===== src/logic/gfx_pkg.sv =====
`default_nettype none

package gfx_pkg;

  // bits per colour channel, three channels make the 12-bit colour
  localparam int COLOR_BITS = 4;
  // per-pixel metadata, e.g. intensity for vector-display fade
  localparam int META_BITS  = 4;
  // x and y width, geometry is limited to 256x256
  localparam int COORD_BITS = 8;

  // framebuffer word address and AXI data widths
  localparam int ADDR_BITS  = 16;
  // one data word holds exactly one pixel
  localparam int DATA_BITS  = 16;

  typedef struct packed {
    logic [COLOR_BITS-1:0] red;
    logic [COLOR_BITS-1:0] grn;
    logic [COLOR_BITS-1:0] blu;
    logic [ META_BITS-1:0] meta;
  } pixel_t;

  // drawing client request
  typedef struct packed {
    logic [COORD_BITS-1:0] x;
    logic [COORD_BITS-1:0] y;
    pixel_t                pixel;
  } gfx_req_t;

  // one output pixel period, syncs are active low
  typedef struct packed {
    logic   hsync;
    logic   vsync;
    pixel_t pixel;
  } vga_beat_t;

  typedef enum logic [1:0] {
    OKAY   = 2'b00,
    SLVERR = 2'b10
  } axi_resp_t;

endpackage

`default_nettype wire


===== src/logic/fb_writer.sv =====
`timescale 1ns/1ps
`default_nettype none

module fb_writer
  import gfx_pkg::*;
(
  input  logic                 clk,
  input  logic                 rst_n,

  input  logic [ADDR_BITS-1:0] req_addr,
  input  pixel_t               req_pixel,
  input  logic                 req_valid,
  output logic                 req_ready,

  output logic [ADDR_BITS-1:0] awaddr,
  output logic                 awvalid,
  input  logic                 awready,
  output logic [DATA_BITS-1:0] wdata,
  output logic                 wvalid,
  input  logic                 wready,
  input  logic                 bvalid,
  input  axi_resp_t            bresp,
  output logic                 bready
);

  typedef enum logic [1:0] {
    WR_IDLE,
    WR_SEND,
    WR_RESP
  } wr_state_t;

  wr_state_t state;
  logic      aw_done;
  logic      w_done;
  logic      aw_fire;
  logic      w_fire;

  assign req_ready = (state == WR_IDLE);
  // each channel drops its valid once its own handshake is done
  assign awvalid   = (state == WR_SEND) && !aw_done;
  assign wvalid    = (state == WR_SEND) && !w_done;
  assign bready    = (state == WR_RESP);
  assign aw_fire   = awvalid && awready;
  assign w_fire    = wvalid && wready;

  always_ff @(posedge clk) begin
    if (!rst_n) begin
      state   <= WR_IDLE;
      aw_done <= 1'b0;
      w_done  <= 1'b0;
    end else begin
      case (state)
        WR_IDLE: begin
          if (req_valid) begin
            state   <= WR_SEND;
            aw_done <= 1'b0;
            w_done  <= 1'b0;
          end
        end
        WR_SEND: begin
          if (aw_fire) begin
            aw_done <= 1'b1;
          end
          if (w_fire) begin
            w_done <= 1'b1;
          end
          // AW and W may finish in either order
          if ((aw_fire || aw_done) && (w_fire || w_done)) begin
            state <= WR_RESP;
          end
        end
        WR_RESP: begin
          // SLVERR marks an address outside the frame and needs no retry
          if (bvalid) begin
            state <= WR_IDLE;
          end
        end
        default: state <= WR_IDLE;
      endcase
    end
  end

  always_ff @(posedge clk) begin
    if (req_valid && req_ready) begin
      awaddr <= req_addr;
      wdata  <= req_pixel;
    end
  end

endmodule

`default_nettype wire


===== src/logic/fb_memory.sv =====
`timescale 1ns/1ps
`default_nettype none

module fb_memory
  import gfx_pkg::*;
#(
  parameter int DEPTH = 128
) (
  input  logic                 clk,
  input  logic                 rst_n,

  // write channels
  input  logic [ADDR_BITS-1:0] awaddr,
  input  logic                 awvalid,
  output logic                 awready,
  input  logic [DATA_BITS-1:0] wdata,
  input  logic                 wvalid,
  output logic                 wready,
  output logic                 bvalid,
  output axi_resp_t            bresp,
  input  logic                 bready,

  // read channels
  input  logic [ADDR_BITS-1:0] araddr,
  input  logic                 arvalid,
  output logic                 arready,
  output logic [DATA_BITS-1:0] rdata,
  output axi_resp_t            rresp,
  output logic                 rvalid,
  input  logic                 rready
);

  localparam int IDX_BITS = (DEPTH > 1) ? $clog2(DEPTH) : 1;

  logic [DATA_BITS-1:0] mem [DEPTH];

  logic wr_fire;
  logic rd_fire;
  logic wr_in_range;
  logic rd_in_range;

  // address and data are taken together, one write outstanding
  assign wr_fire     = awvalid && wvalid && !bvalid;
  assign awready     = wr_fire;
  assign wready      = wr_fire;
  assign wr_in_range = (awaddr < ADDR_BITS'(DEPTH));

  assign arready     = !rvalid;
  assign rd_fire     = arvalid && arready;
  assign rd_in_range = (araddr < ADDR_BITS'(DEPTH));

  always_ff @(posedge clk) begin
    if (wr_fire && wr_in_range) begin
      mem[awaddr[IDX_BITS-1:0]] <= wdata;
    end
  end

  always_ff @(posedge clk) begin
    if (!rst_n) begin
      bvalid <= 1'b0;
    end else if (wr_fire) begin
      bvalid <= 1'b1;
    end else if (bready) begin
      bvalid <= 1'b0;
    end
  end

  always_ff @(posedge clk) begin
    if (wr_fire) begin
      bresp <= wr_in_range ? OKAY : SLVERR;
    end
  end

  always_ff @(posedge clk) begin
    if (!rst_n) begin
      rvalid <= 1'b0;
    end else if (rd_fire) begin
      rvalid <= 1'b1;
    end else if (rready) begin
      rvalid <= 1'b0;
    end
  end

  // out of range reads return zero
  always_ff @(posedge clk) begin
    if (rd_fire) begin
      rdata <= rd_in_range ? mem[araddr[IDX_BITS-1:0]] : '0;
      rresp <= rd_in_range ? OKAY : SLVERR;
    end
  end

endmodule

`default_nettype wire


===== src/logic/vga_scanner.sv =====
`timescale 1ns/1ps
`default_nettype none

module vga_scanner
  import gfx_pkg::*;
#(
  parameter int H_VISIBLE = 16,
  parameter int H_FRONT   = 2,
  parameter int H_SYNC    = 3,
  parameter int H_BACK    = 3,
  parameter int V_VISIBLE = 8,
  parameter int V_FRONT   = 1,
  parameter int V_SYNC    = 2,
  parameter int V_BACK    = 1
) (
  input  logic                 clk,
  input  logic                 rst_n,
  input  logic                 enable,

  output logic [ADDR_BITS-1:0] araddr,
  output logic                 arvalid,
  input  logic                 arready,
  input  logic [DATA_BITS-1:0] rdata,
  input  logic                 rvalid,
  input  axi_resp_t            rresp,
  output logic                 rready,

  input  logic                 almost_full,
  output logic                 push,
  output vga_beat_t            beat
);

  localparam int H_TOTAL = H_VISIBLE + H_FRONT + H_SYNC + H_BACK;
  localparam int V_TOTAL = V_VISIBLE + V_FRONT + V_SYNC + V_BACK;
  localparam int H_BITS  = $clog2(H_TOTAL + 1);
  localparam int V_BITS  = $clog2(V_TOTAL + 1);

  typedef enum logic [1:0] {
    SC_POS,
    SC_DATA,
    SC_PUSH
  } sc_state_t;

  sc_state_t            state;
  logic [H_BITS-1:0]    col;
  logic [V_BITS-1:0]    line;
  logic [ADDR_BITS-1:0] fb_addr;
  pixel_t               pix_q;
  logic                 visible;
  logic                 in_hsync;
  logic                 in_vsync;

  assign visible  = (col < H_BITS'(H_VISIBLE)) && (line < V_BITS'(V_VISIBLE));
  assign in_hsync = (col >= H_BITS'(H_VISIBLE + H_FRONT)) &&
                    (col < H_BITS'(H_VISIBLE + H_FRONT + H_SYNC));
  assign in_vsync = (line >= V_BITS'(V_VISIBLE + V_FRONT)) &&
                    (line < V_BITS'(V_VISIBLE + V_FRONT + V_SYNC));

  assign araddr  = fb_addr;
  assign arvalid = (state == SC_POS) && enable && visible;
  assign rready  = (state == SC_DATA);

  // blanking positions push straight from SC_POS
  assign push = !almost_full &&
                ((state == SC_PUSH) || ((state == SC_POS) && enable && !visible));

  assign beat.hsync = !in_hsync;
  assign beat.vsync = !in_vsync;
  assign beat.pixel = (state == SC_PUSH) ? pix_q : '0;

  always_ff @(posedge clk) begin
    if (!rst_n) begin
      state <= SC_POS;
    end else begin
      case (state)
        SC_POS:  if (arvalid && arready) state <= SC_DATA;
        SC_DATA: if (rvalid) state <= SC_PUSH;
        SC_PUSH: if (push) state <= SC_POS;
        default: state <= SC_POS;
      endcase
    end
  end

  always_ff @(posedge clk) begin
    if ((state == SC_DATA) && rvalid) begin
      pix_q <= (rresp == OKAY) ? pixel_t'(rdata) : '0;
    end
  end

  // raster position and linear framebuffer address
  always_ff @(posedge clk) begin
    if (!rst_n) begin
      col     <= '0;
      line    <= '0;
      fb_addr <= '0;
    end else if (push) begin
      if (visible) begin
        fb_addr <= fb_addr + 1'b1;
      end
      if (col == H_BITS'(H_TOTAL - 1)) begin
        col <= '0;
        if (line == V_BITS'(V_TOTAL - 1)) begin
          line    <= '0;
          fb_addr <= '0;
        end else begin
          line <= line + 1'b1;
        end
      end else begin
        col <= col + 1'b1;
      end
    end
  end

endmodule

`default_nettype wire


===== src/logic/beat_fifo.sv =====
`timescale 1ns/1ps
`default_nettype none

module beat_fifo #(
  parameter type payload_t       = logic [15:0],
  parameter int  DEPTH           = 16,
  parameter int  ALMOST_FULL_GAP = 2
) (
  input  logic     clk,
  input  logic     rst_n,
  input  logic     push,
  input  payload_t push_data,
  input  logic     pop,
  output payload_t pop_data,
  output logic     empty,
  output logic     almost_full
);

  localparam int PTR_BITS = (DEPTH > 1) ? $clog2(DEPTH) : 1;
  localparam int CNT_BITS = $clog2(DEPTH + 1);

  payload_t            mem [DEPTH];
  logic [PTR_BITS-1:0] wr_ptr;
  logic [PTR_BITS-1:0] rd_ptr;
  logic [CNT_BITS-1:0] count;
  logic                do_push;
  logic                do_pop;

  function automatic logic [PTR_BITS-1:0] ptr_next(input logic [PTR_BITS-1:0] ptr);
    return (ptr == PTR_BITS'(DEPTH - 1)) ? '0 : ptr + 1'b1;
  endfunction

  assign do_push     = push && (count != CNT_BITS'(DEPTH));
  assign do_pop      = pop && !empty;
  assign empty       = (count == '0);
  // leaves room for the beat the producer may already have in flight
  assign almost_full = (count >= CNT_BITS'(DEPTH - ALMOST_FULL_GAP));
  assign pop_data    = mem[rd_ptr];

  always_ff @(posedge clk) begin
    if (do_push) begin
      mem[wr_ptr] <= push_data;
    end
  end

  always_ff @(posedge clk) begin
    if (!rst_n) begin
      wr_ptr <= '0;
      rd_ptr <= '0;
      count  <= '0;
    end else begin
      if (do_push) begin
        wr_ptr <= ptr_next(wr_ptr);
      end
      if (do_pop) begin
        rd_ptr <= ptr_next(rd_ptr);
      end
      case ({do_push, do_pop})
        2'b10:   count <= count + 1'b1;
        2'b01:   count <= count - 1'b1;
        default: count <= count;
      endcase
    end
  end

endmodule

`default_nettype wire


===== src/logic/gfx_display.sv =====
`timescale 1ns/1ps
`default_nettype none

module gfx_display
  import gfx_pkg::*;
#(
  parameter int H_VISIBLE  = 16,
  parameter int H_FRONT    = 2,
  parameter int H_SYNC     = 3,
  parameter int H_BACK     = 3,
  parameter int V_VISIBLE  = 8,
  parameter int V_FRONT    = 1,
  parameter int V_SYNC     = 2,
  parameter int V_BACK     = 1,
  parameter int FIFO_DEPTH = 16
) (
  input  logic      clk,
  input  logic      rst_n,

  input  gfx_req_t  gfx_req,
  input  logic      gfx_valid,
  output logic      gfx_ready,

  input  logic      vga_enable,
  input  logic      pixel_ce,
  output vga_beat_t vga_out,
  output logic      underrun
);

  localparam vga_beat_t BLANK_BEAT = '{hsync: 1'b1, vsync: 1'b1, pixel: '0};

  logic [ADDR_BITS-1:0] lin_addr;
  logic                 req_valid;
  logic                 req_ready;
  logic [ADDR_BITS-1:0] req_addr;
  pixel_t               req_pixel;

  logic [ADDR_BITS-1:0] awaddr;
  logic                 awvalid;
  logic                 awready;
  logic [DATA_BITS-1:0] wdata;
  logic                 wvalid;
  logic                 wready;
  logic                 bvalid;
  axi_resp_t            bresp;
  logic                 bready;
  logic [ADDR_BITS-1:0] araddr;
  logic                 arvalid;
  logic                 arready;
  logic [DATA_BITS-1:0] rdata;
  axi_resp_t            rresp;
  logic                 rvalid;
  logic                 rready;

  logic                 fifo_push;
  vga_beat_t            fifo_in;
  logic                 fifo_pop;
  vga_beat_t            fifo_out;
  logic                 fifo_empty;
  logic                 fifo_almost_full;
  logic                 streaming;

  // one-entry request slot, ready only while empty
  assign gfx_ready = !req_valid;
  assign lin_addr  = ADDR_BITS'(gfx_req.y) * ADDR_BITS'(H_VISIBLE) + ADDR_BITS'(gfx_req.x);

  always_ff @(posedge clk) begin
    if (!rst_n) begin
      req_valid <= 1'b0;
    end else if (gfx_valid && gfx_ready) begin
      req_valid <= 1'b1;
    end else if (req_ready) begin
      req_valid <= 1'b0;
    end
  end

  always_ff @(posedge clk) begin
    if (gfx_valid && gfx_ready) begin
      req_addr  <= lin_addr;
      req_pixel <= gfx_req.pixel;
    end
  end

  fb_writer u_fb_writer (
    .clk       (clk),
    .rst_n     (rst_n),
    .req_addr  (req_addr),
    .req_pixel (req_pixel),
    .req_valid (req_valid),
    .req_ready (req_ready),
    .awaddr    (awaddr),
    .awvalid   (awvalid),
    .awready   (awready),
    .wdata     (wdata),
    .wvalid    (wvalid),
    .wready    (wready),
    .bvalid    (bvalid),
    .bresp     (bresp),
    .bready    (bready)
  );

  fb_memory #(
    .DEPTH (H_VISIBLE * V_VISIBLE)
  ) u_fb_memory (
    .clk     (clk),
    .rst_n   (rst_n),
    .awaddr  (awaddr),
    .awvalid (awvalid),
    .awready (awready),
    .wdata   (wdata),
    .wvalid  (wvalid),
    .wready  (wready),
    .bvalid  (bvalid),
    .bresp   (bresp),
    .bready  (bready),
    .araddr  (araddr),
    .arvalid (arvalid),
    .arready (arready),
    .rdata   (rdata),
    .rresp   (rresp),
    .rvalid  (rvalid),
    .rready  (rready)
  );

  vga_scanner #(
    .H_VISIBLE (H_VISIBLE),
    .H_FRONT   (H_FRONT),
    .H_SYNC    (H_SYNC),
    .H_BACK    (H_BACK),
    .V_VISIBLE (V_VISIBLE),
    .V_FRONT   (V_FRONT),
    .V_SYNC    (V_SYNC),
    .V_BACK    (V_BACK)
  ) u_vga_scanner (
    .clk         (clk),
    .rst_n       (rst_n),
    .enable      (vga_enable),
    .araddr      (araddr),
    .arvalid     (arvalid),
    .arready     (arready),
    .rdata       (rdata),
    .rvalid      (rvalid),
    .rresp       (rresp),
    .rready      (rready),
    .almost_full (fifo_almost_full),
    .push        (fifo_push),
    .beat        (fifo_in)
  );

  beat_fifo #(
    .payload_t       (vga_beat_t),
    .DEPTH           (FIFO_DEPTH),
    .ALMOST_FULL_GAP (2)
  ) u_beat_fifo (
    .clk         (clk),
    .rst_n       (rst_n),
    .push        (fifo_push),
    .push_data   (fifo_in),
    .pop         (fifo_pop),
    .pop_data    (fifo_out),
    .empty       (fifo_empty),
    .almost_full (fifo_almost_full)
  );

  assign fifo_pop = pixel_ce && !fifo_empty;

  // an empty FIFO only counts as underrun once the stream has started
  always_ff @(posedge clk) begin
    if (!rst_n) begin
      vga_out   <= BLANK_BEAT;
      streaming <= 1'b0;
      underrun  <= 1'b0;
    end else if (pixel_ce) begin
      if (!fifo_empty) begin
        vga_out   <= fifo_out;
        streaming <= 1'b1;
      end else begin
        vga_out <= BLANK_BEAT;
        if (streaming) begin
          underrun <= 1'b1;
        end
      end
    end
  end

endmodule

`default_nettype wire


===== config.mk =====
export PLATFORM = sky130hd
export DESIGN_NAME = gfx_display
export DESIGN_NICKNAME = d
export VERILOG_FILES = /design/src/logic/gfx_pkg.sv /design/src/logic/fb_writer.sv /design/src/logic/fb_memory.sv /design/src/logic/vga_scanner.sv /design/src/logic/beat_fifo.sv /design/src/logic/gfx_display.sv
export SDC_FILE = /design/constraint.sdc
export NUM_CORES = 2
export LEC_CHECK = 0
export ABC_CLOCK_PERIOD_IN_PS = 4400
export BUFFER_PORTS_ARGS = -buffer_cell sky130_fd_sc_hd__buf_2
export CORE_ASPECT_RATIO = 0.8
export CORE_MARGIN = 8
export CORE_UTILIZATION = 55
export DETAILED_ROUTE_END_ITERATION = 12
export GPL_ROUTABILITY_DRIVEN = 0
export PLACE_DENSITY_LB_ADDON = 0.15
export SLEW_MARGIN = 20
export SYNTH_ARGS = -nofsm -noshare
export SYNTH_HDL_FRONTEND = slang
export SYNTH_SLANG_ARGS = --single-unit

===== constraint.sdc =====
create_clock -name clk -period 4.4 [get_ports clk]
set_clock_uncertainty 0.05 [all_clocks]
set_input_delay 0.22 -clock clk [delete_from_list [all_inputs] [get_ports clk]]
set_output_delay 0.22 -clock clk [all_outputs]
set_load 0.005 [all_outputs]

Word level (Yosys, flattened, before mapping)
Memory sizes are Yosys's and may differ from the RTL's. A register that Yosys moved wholly into a read port is not among the register bits.
Index checks and enable logic that the tools add are counted.
{"block": "totals", "regBits": 149, "ram_bits": 2336, "in_bits": 37, "out_inout_bits": 20, "memories": 2}
{"block": "classes", "add_sub_neg": 8, "order_cmp": 9, "n_eq_ne": 19, "muxes": 36, "n_bitwise": 1, "reduce_logical": 52}
{"name": "u_fb_memory.mem", "depth": 128, "width": 16, "rd": 1, "rd_ports_with_merged_regs": 1, "write_ports": 1, "line_no": "fb_memory.sv:35", "text": "logic [DATA_BITS-1:0] mem [DEPTH];"}
{"name": "u_beat_fifo.mem", "depth": 16, "width": 18, "rd": 1, "rd_ports_with_merged_regs": 1, "write_ports": 1, "line_no": "beat_fifo.sv:22", "text": "payload_t mem [DEPTH];"}
{"operator": "16-bit two-way mux", "n": 4}
{"operator": "16-bit by 8-bit < comparator with 1-bit output, second input constant", "n": 2}
{"operator": "1-bit logical AND", "n": 22}
{"operator": "4-bit two-way mux", "n": 5}
{"operator": "18-bit two-way mux", "n": 1}
{"operator": "16-bit by 1-bit adder with 16-bit output, second input constant", "n": 1}
{"operator": "3-bit AND reduction", "n": 5}
{"operator": "2-bit two-way mux", "n": 7}
{"operator": "12-bit by 8-bit adder with 13-bit output", "n": 1}
{"operator": "1-bit two-way mux", "n": 13}
{"operator": "4-bit by 1-bit adder with 4-bit output, second input constant", "n": 3}
{"operator": "4-bit == test, second input constant", "n": 3}
{"operator": "2-bit case mux with 3 select lines", "n": 2}
{"operator": "1-bit zero test", "n": 11}
{"operator": "5-bit by 1-bit adder with 5-bit output, second input constant", "n": 2}
{"operator": "5-bit < comparator, second input constant", "n": 2}
{"operator": "2-bit by 1-bit != test with 1-bit output, second input constant", "n": 5}
{"operator": "5-bit case mux with 2 select lines", "n": 1}
{"operator": "2-bit nonzero test", "n": 5}
{"operator": "4-bit < comparator, second input constant", "n": 2}
{"operator": "2-bit by 1-bit == test with 1-bit output, second input constant", "n": 3}
{"operator": "2-bit == test, second input constant", "n": 3}
{"operator": "2-bit zero test", "n": 3}
{"operator": "2-bit != test, second input constant", "n": 3}
{"operator": "12 further kinds", "n": 16}

Logic depth before layout (Yosys ltp)
{"block": "depth", "word_depth": 9, "depth_mapped": 16, "depth_no_buf": 13}

Modules after synthesis
A second synthesis with hierarchy kept.
{"block": "unflattened", "cells_unflattened": 4674, "hier_area_um2": 95975.8}
{"mod": "fb_memory", "instances": 1, "cells_per_inst": 3734, "area_per_inst_um2": 78972.0, "seq_area_each_um2": 62079.5}
{"mod": "beat_fifo", "instances": 1, "cells_per_inst": 521, "area_per_inst_um2": 11823.8, "seq_area_each_um2": 8988.6}
{"mod": "vga_scanner", "instances": 1, "cells_per_inst": 213, "area_per_inst_um2": 2069.5, "seq_area_each_um2": 1021.0}
{"mod": "gfx_display", "instances": 1, "cells_per_inst": 150, "area_per_inst_um2": 1958.1, "seq_area_each_um2": 1291.2}
{"mod": "fb_writer", "instances": 1, "cells_per_inst": 56, "area_per_inst_um2": 1152.4, "seq_area_each_um2": 1041.0}

Worst setup path after synthesis
No wires, ideal clock.
{"block": "synth_path", "path_type": "register to register", "startpoint": "register u_beat_fifo.count[2]", "endpoint": "memory u_beat_fifo.mem[3][0] in the netlist's numbering, enable pin", "setup_time_ns": 0.416, "t_arrival_ns": 2.758, "required_time_ns": 3.934, "setup_slack_ns": 1.177, "stages_incl_launch_ff": 7, "path_cell_list": "dfxtp_1 > buf_6 > a31o_4 > a211oi_1 > clkbuf_1 > nand2_1 > nor3_1"}
{"block": "synth_via", "elab_chain_cells": 6}
{"element": "from (decl)", "line_no": "beat_fifo.sv:25", "text": "logic [CNT_BITS-1:0] count;"}
{"element": "from (signal assigned)", "line_no": "beat_fifo.sv:59", "text": "2'b10: count <= count + 1'b1;"}
{"element": "from (signal assigned)", "line_no": "beat_fifo.sv:60", "text": "2'b01: count <= count - 1'b1;"}
{"element": "from (signal assigned)", "line_no": "beat_fifo.sv:61", "text": "default: count <= count;"}
{"element": "5-bit by 4-bit greater-or-equal comparator with 1-bit output", "line_no": "beat_fifo.sv:37", "text": "assign almost_full = (count >= CNT_BITS'(DEPTH - ALMOST_FULL_GAP));"}
{"element": "1-bit zero test", "line_no": "vga_scanner.sv:64", "text": "assign push = !almost_full &&"}
{"element": "1-bit logical AND", "line_no": "vga_scanner.sv:64"}
{"element": "1-bit logical AND *", "line_no": "beat_fifo.sv:33", "text": "assign do_push = push && (count != CNT_BITS'(DEPTH));"}
{"element": "1-bit two-way mux *", "line_no": "beat_fifo.sv:41", "text": "if (do_push) begin"}
{"element": "1-bit two-way mux (implied by the code) *", "line_no": "beat_fifo.sv:42", "text": "mem[wr_ptr] <= push_data;"}
{"element": "to (decl)", "line_no": "beat_fifo.sv:22"}
Every way passes the cells marked *; elsewhere a longest branch is shown, timed or not.

Worst setup path after layout
{"block": "layout_path", "startpoint": "register u_vga_scanner.fb_addr[1] (netlist: u_vga_scanner.araddr[1])", "endpoint": "register u_fb_memory.rdata[6] (read register of u_fb_memory.mem), data pin"}
{"block": "layout_via", "elab_chain_cells": 2}
{"element": "from (decl)", "line_no": "vga_scanner.sv:47", "text": "logic [ADDR_BITS-1:0] fb_addr;"}
{"element": "from (signal assigned)", "line_no": "vga_scanner.sv:98", "text": "fb_addr <= fb_addr + 1'b1;"}
{"element": "16-bit by 8-bit < comparator with 1-bit output", "line_no": "fb_memory.sv:50", "text": "assign rd_in_range = (araddr < ADDR_BITS'(DEPTH));"}
{"element": "1-bit zero test (no line)"}
{"element": "to (decl)", "line_no": "fb_memory.sv:27", "text": "output logic [DATA_BITS-1:0] rdata,"}
Parallel ways exist; a longest one is shown, timed or not.
A chain may end at the register's enable or synchronous reset.

==> qor.csv <==
metric;value;unit
hpwl;147000;um
grt_pass1_vias;47100;
stdcell_count;7495;
synth_cells;4565;
rows;137;
htreeDepth;4;
worst-path-buf-inv;2;
crit_arrival;4360;ps
syn2layout_area_growth;13.6;%
crit_fanout;33;
cts_max_path_buffers;3;
fin_crit;3830;ps
crit_required;4920;ps
hold_violations;0;
drt_iter0_drc;6798;
design_area;109000;um^2
yosys.cell_types.count;59;
fin_crit_sh;87.1;%
core-area;174000;um^2
synth_area;95700;um^2
pin_count;57;
worstReg2RegEnd;u_fb_memory.rdata[6];
p_leak;33.3;nW
switchingPower;9.64;mW
drt-total-wl;244000;um
clock_sinks;2498;
slowest_stage;dfxtp_4;
crit_path_cell_trace;buf_4 -> mux4_2 -> a22o_1 -> a2111oi_0 -> buf_4 -> a211o_1 -> a211oi_1;
seqPwrFrac;56.1;%
placed_area;101000;um^2
wl_per_cell;32.6;um
nets;5058;
p_clk_share;41.2;%
clockRootBuffer;clkbuf_16;
slew_viol_final;0;
antenna_left;0;
grt_first_pass_wirelength;348000;um
grt_overflow;0;
seq_area;74300;um^2
port_buffers;56;
antenna_found_initial;14;
post-route-util;62.6;%
crit_start;u_vga_scanner.araddr[1];
dieArea;188000;um^2
drcViolationCount;0;
start_util;55.1;%
finalSetupViolCount;0;
vdd_drop_max;0.000404;V
clk_latency;850;ps
ys_async_sr_fraction;0;%
dp.cells;6999;
viasPerCell;6.47;
status;finished clean;
p_int;37.4;mW
vias;48500;
end_kind;flop;
dp_slack;546;ps
max_slew_margin;27.0;%
grt_max_degree;129;
hp-class;primary input to flop;
syn_area_per_cell;21.0;um^2
drive_gt1_share;24.2;%
rrSetupSlack;570;ps
combinationalPowerShare;2.7;%
multiInputGateArea;20200;um^2
ys.warnings.count;0;
clock.fmax;261;MHz
worstRegToRegCells;7;
n_fill_cell;11800;
numCtsBuffers;229;
critical_path_class;flop to flop;
setup_tns;0;ps
cts-resized-gates;0;
ys_ff_latch;2498;
crit_path_max_incr_delay;910;ps
cts_setup_buffers;0;
crit_cells;7;
r2r-start;u_vga_scanner.araddr[1];
worst_pin_slew;1090;ps
synth_edf_count;2427;
synth.yosys.seq_area_share;77.6;%
maxCapViolations;0;
crit_family;compound AO/OA/AOI/OAI gates;
startpoint_type;flop;
setup_slack;567;ps
drt_first_pass_iters;5;
layout_common_cells;edfxtp_1 (2427), mux4_2 (513), buf_4 (291);
crit_top_cell;buf_4;
rsz0062_at_grt;false;
layout_commonest_cell;edfxtp_1;
synth_fp_nets;4620;
die_height;389;um
grt_use_total;25.7;%
p_per_area;433;nW/um^2
clk_pin_slew;70;ps
endpoint;u_fb_memory.rdata[6];
sw_frac_of_total;20.5;%
cts_tree;built;
ys.flop_type;edfxtp_1;
die_w;482;um
metrics by stage:
step / power (mW) / hold slack [ps]
floorplan: 27.5 / 269
global placement: 28.1 / 347
detailed placement: 28.1 / 348
CTS: 47.3 / 102
global route: 48.2 / 152
finish: 47.0 / 174
sequential cells by signal, summed over array words and instances, names as in the netlist, 2 cells and up, named ones only:
signal and count:
req_addr 13, vga_out 18, u_fb_memory.rdata 16, u_fb_writer.wdata 16
u_fb_writer.state 2, u_vga_scanner.col 5, u_beat_fifo.mem 288, u_vga_scanner.pix_q 16
req_pixel 16, u_fb_writer.awaddr 13, u_vga_scanner.araddr 16, u_vga_scanner.line 4
u_fb_memory.mem 2048, u_beat_fifo.wr_ptr 4, u_vga_scanner.state 2, u_beat_fifo.rd_ptr 4
u_beat_fifo.count 5
per-layer routing:
layer	global-route usage [%]	wire (um)	part of all wire [%]
met1	40.5	105000	43
met2	36.8	108000	44
met3	6.26	26300	11
met4	5.94	5390	2.2
met5	0	42	0.017
kinds of logic after synthesis:
| family | synth area share (%) |
|---|---|
| multiplexers | 14.3 |
| buffers and inverters | 1.35 |
| AND/OR/NAND/NOR | 2.72 |
| AO/OA/AOI/OAI | 3.46 |
| XOR/XNOR | 0.256 |
| flip-flops | 77.6 |
| adder cells (fa/ha/maj) | 0.243 |
power by group through the flow:
stage | clock network [mW] | logic [mW] | registers (mW)
detailed placement | 0 | 1.23 | 26.9
floorplan | 0 | 0.512 | 27.0
CTS | 19.6 | 1.28 | 26.4
finish | 19.4 | 1.28 | 26.4
global placement | 0 | 1.19 | 26.9
global route | 20.5 | 1.36 | 26.4
worst min-delay path, delay by kind of cell:
kind	cells	cell delay [ps]
buf+inv	2	620
fa+ha+maj	1	110
area by class of cell:
cell class | count | share of cell area, %
Antenna cell | 6 | 0.0138
Clock buffer | 291 | 5.54
Clock inverter | 133 | 1.12
Inverter | 19 | 0.0656
Multi-Input combinational cell | 1798 | 18.6
Sequential cell | 2498 | 68.3
Tap cell | 2293 | 2.64
Timing Repair Buffer | 457 | 3.68
cells in the mapped netlist, types with 4 or more instances:
cell	count	area, um^2
buf_4	35	263
a21oi_1	99	495
nor4_1	10	62.6
nor2b_1	74	463
xor2_1	10	87.6
a2111oi_0	23	201
buf_1	22	82.6
nand2b_1	41	257
a22oi_1	135	1010
o21ai_0	42	210
a211o_1	9	78.8
inv_1	17	63.8
nand2_1	98	368
nor2_1	201	754
o221ai_1	28	245
and2_1	26	163
nand3_1	26	130
or3_1	13	81.3
a31oi_1	32	200
nand4_1	8	50.1
a21boi_0	11	82.6
buf_6	7	78.8
o22ai_1	31	194
buf_2	78	390
a311oi_1	9	78.8
mux2i_1	215	2150
a22o_1	12	105
dfxtp_1	71	1420
o31ai_1	4	30.0
xnor2_1	18	158
a211oi_1	28	210
and3_1	6	37.5
nor3_1	18	90.1
clkbuf_1	108	405
a32oi_1	4	35.0
mux4_2	513	11600
ha_1	17	213
edfxtp_1	2427	72900
a221oi_1	6	52.6
how the worst min path moves through the flow:
stage	start	end	slack [ps]	cells after the start
5_1_grt	gfx_req[16]	req_addr[4]	150	3
2_1_floorplan	gfx_req[24]	req_addr[0]	270	0
6_report	gfx_req[16]	req_addr[4]	170	3
3_3_place_gp	gfx_req[8]	req_pixel[8]	350	1
4_1_cts	gfx_req[16]	req_addr[4]	100	3
3_5_place_dp	gfx_req[1]	req_pixel[1]	350	1
repair_timing:
action                                  CTS  global route
hold buffers                             66             0
endpoints found under the setup margin    0             0
hold endpoints to repair                 93             0
(Power assumes the default switching activity.)
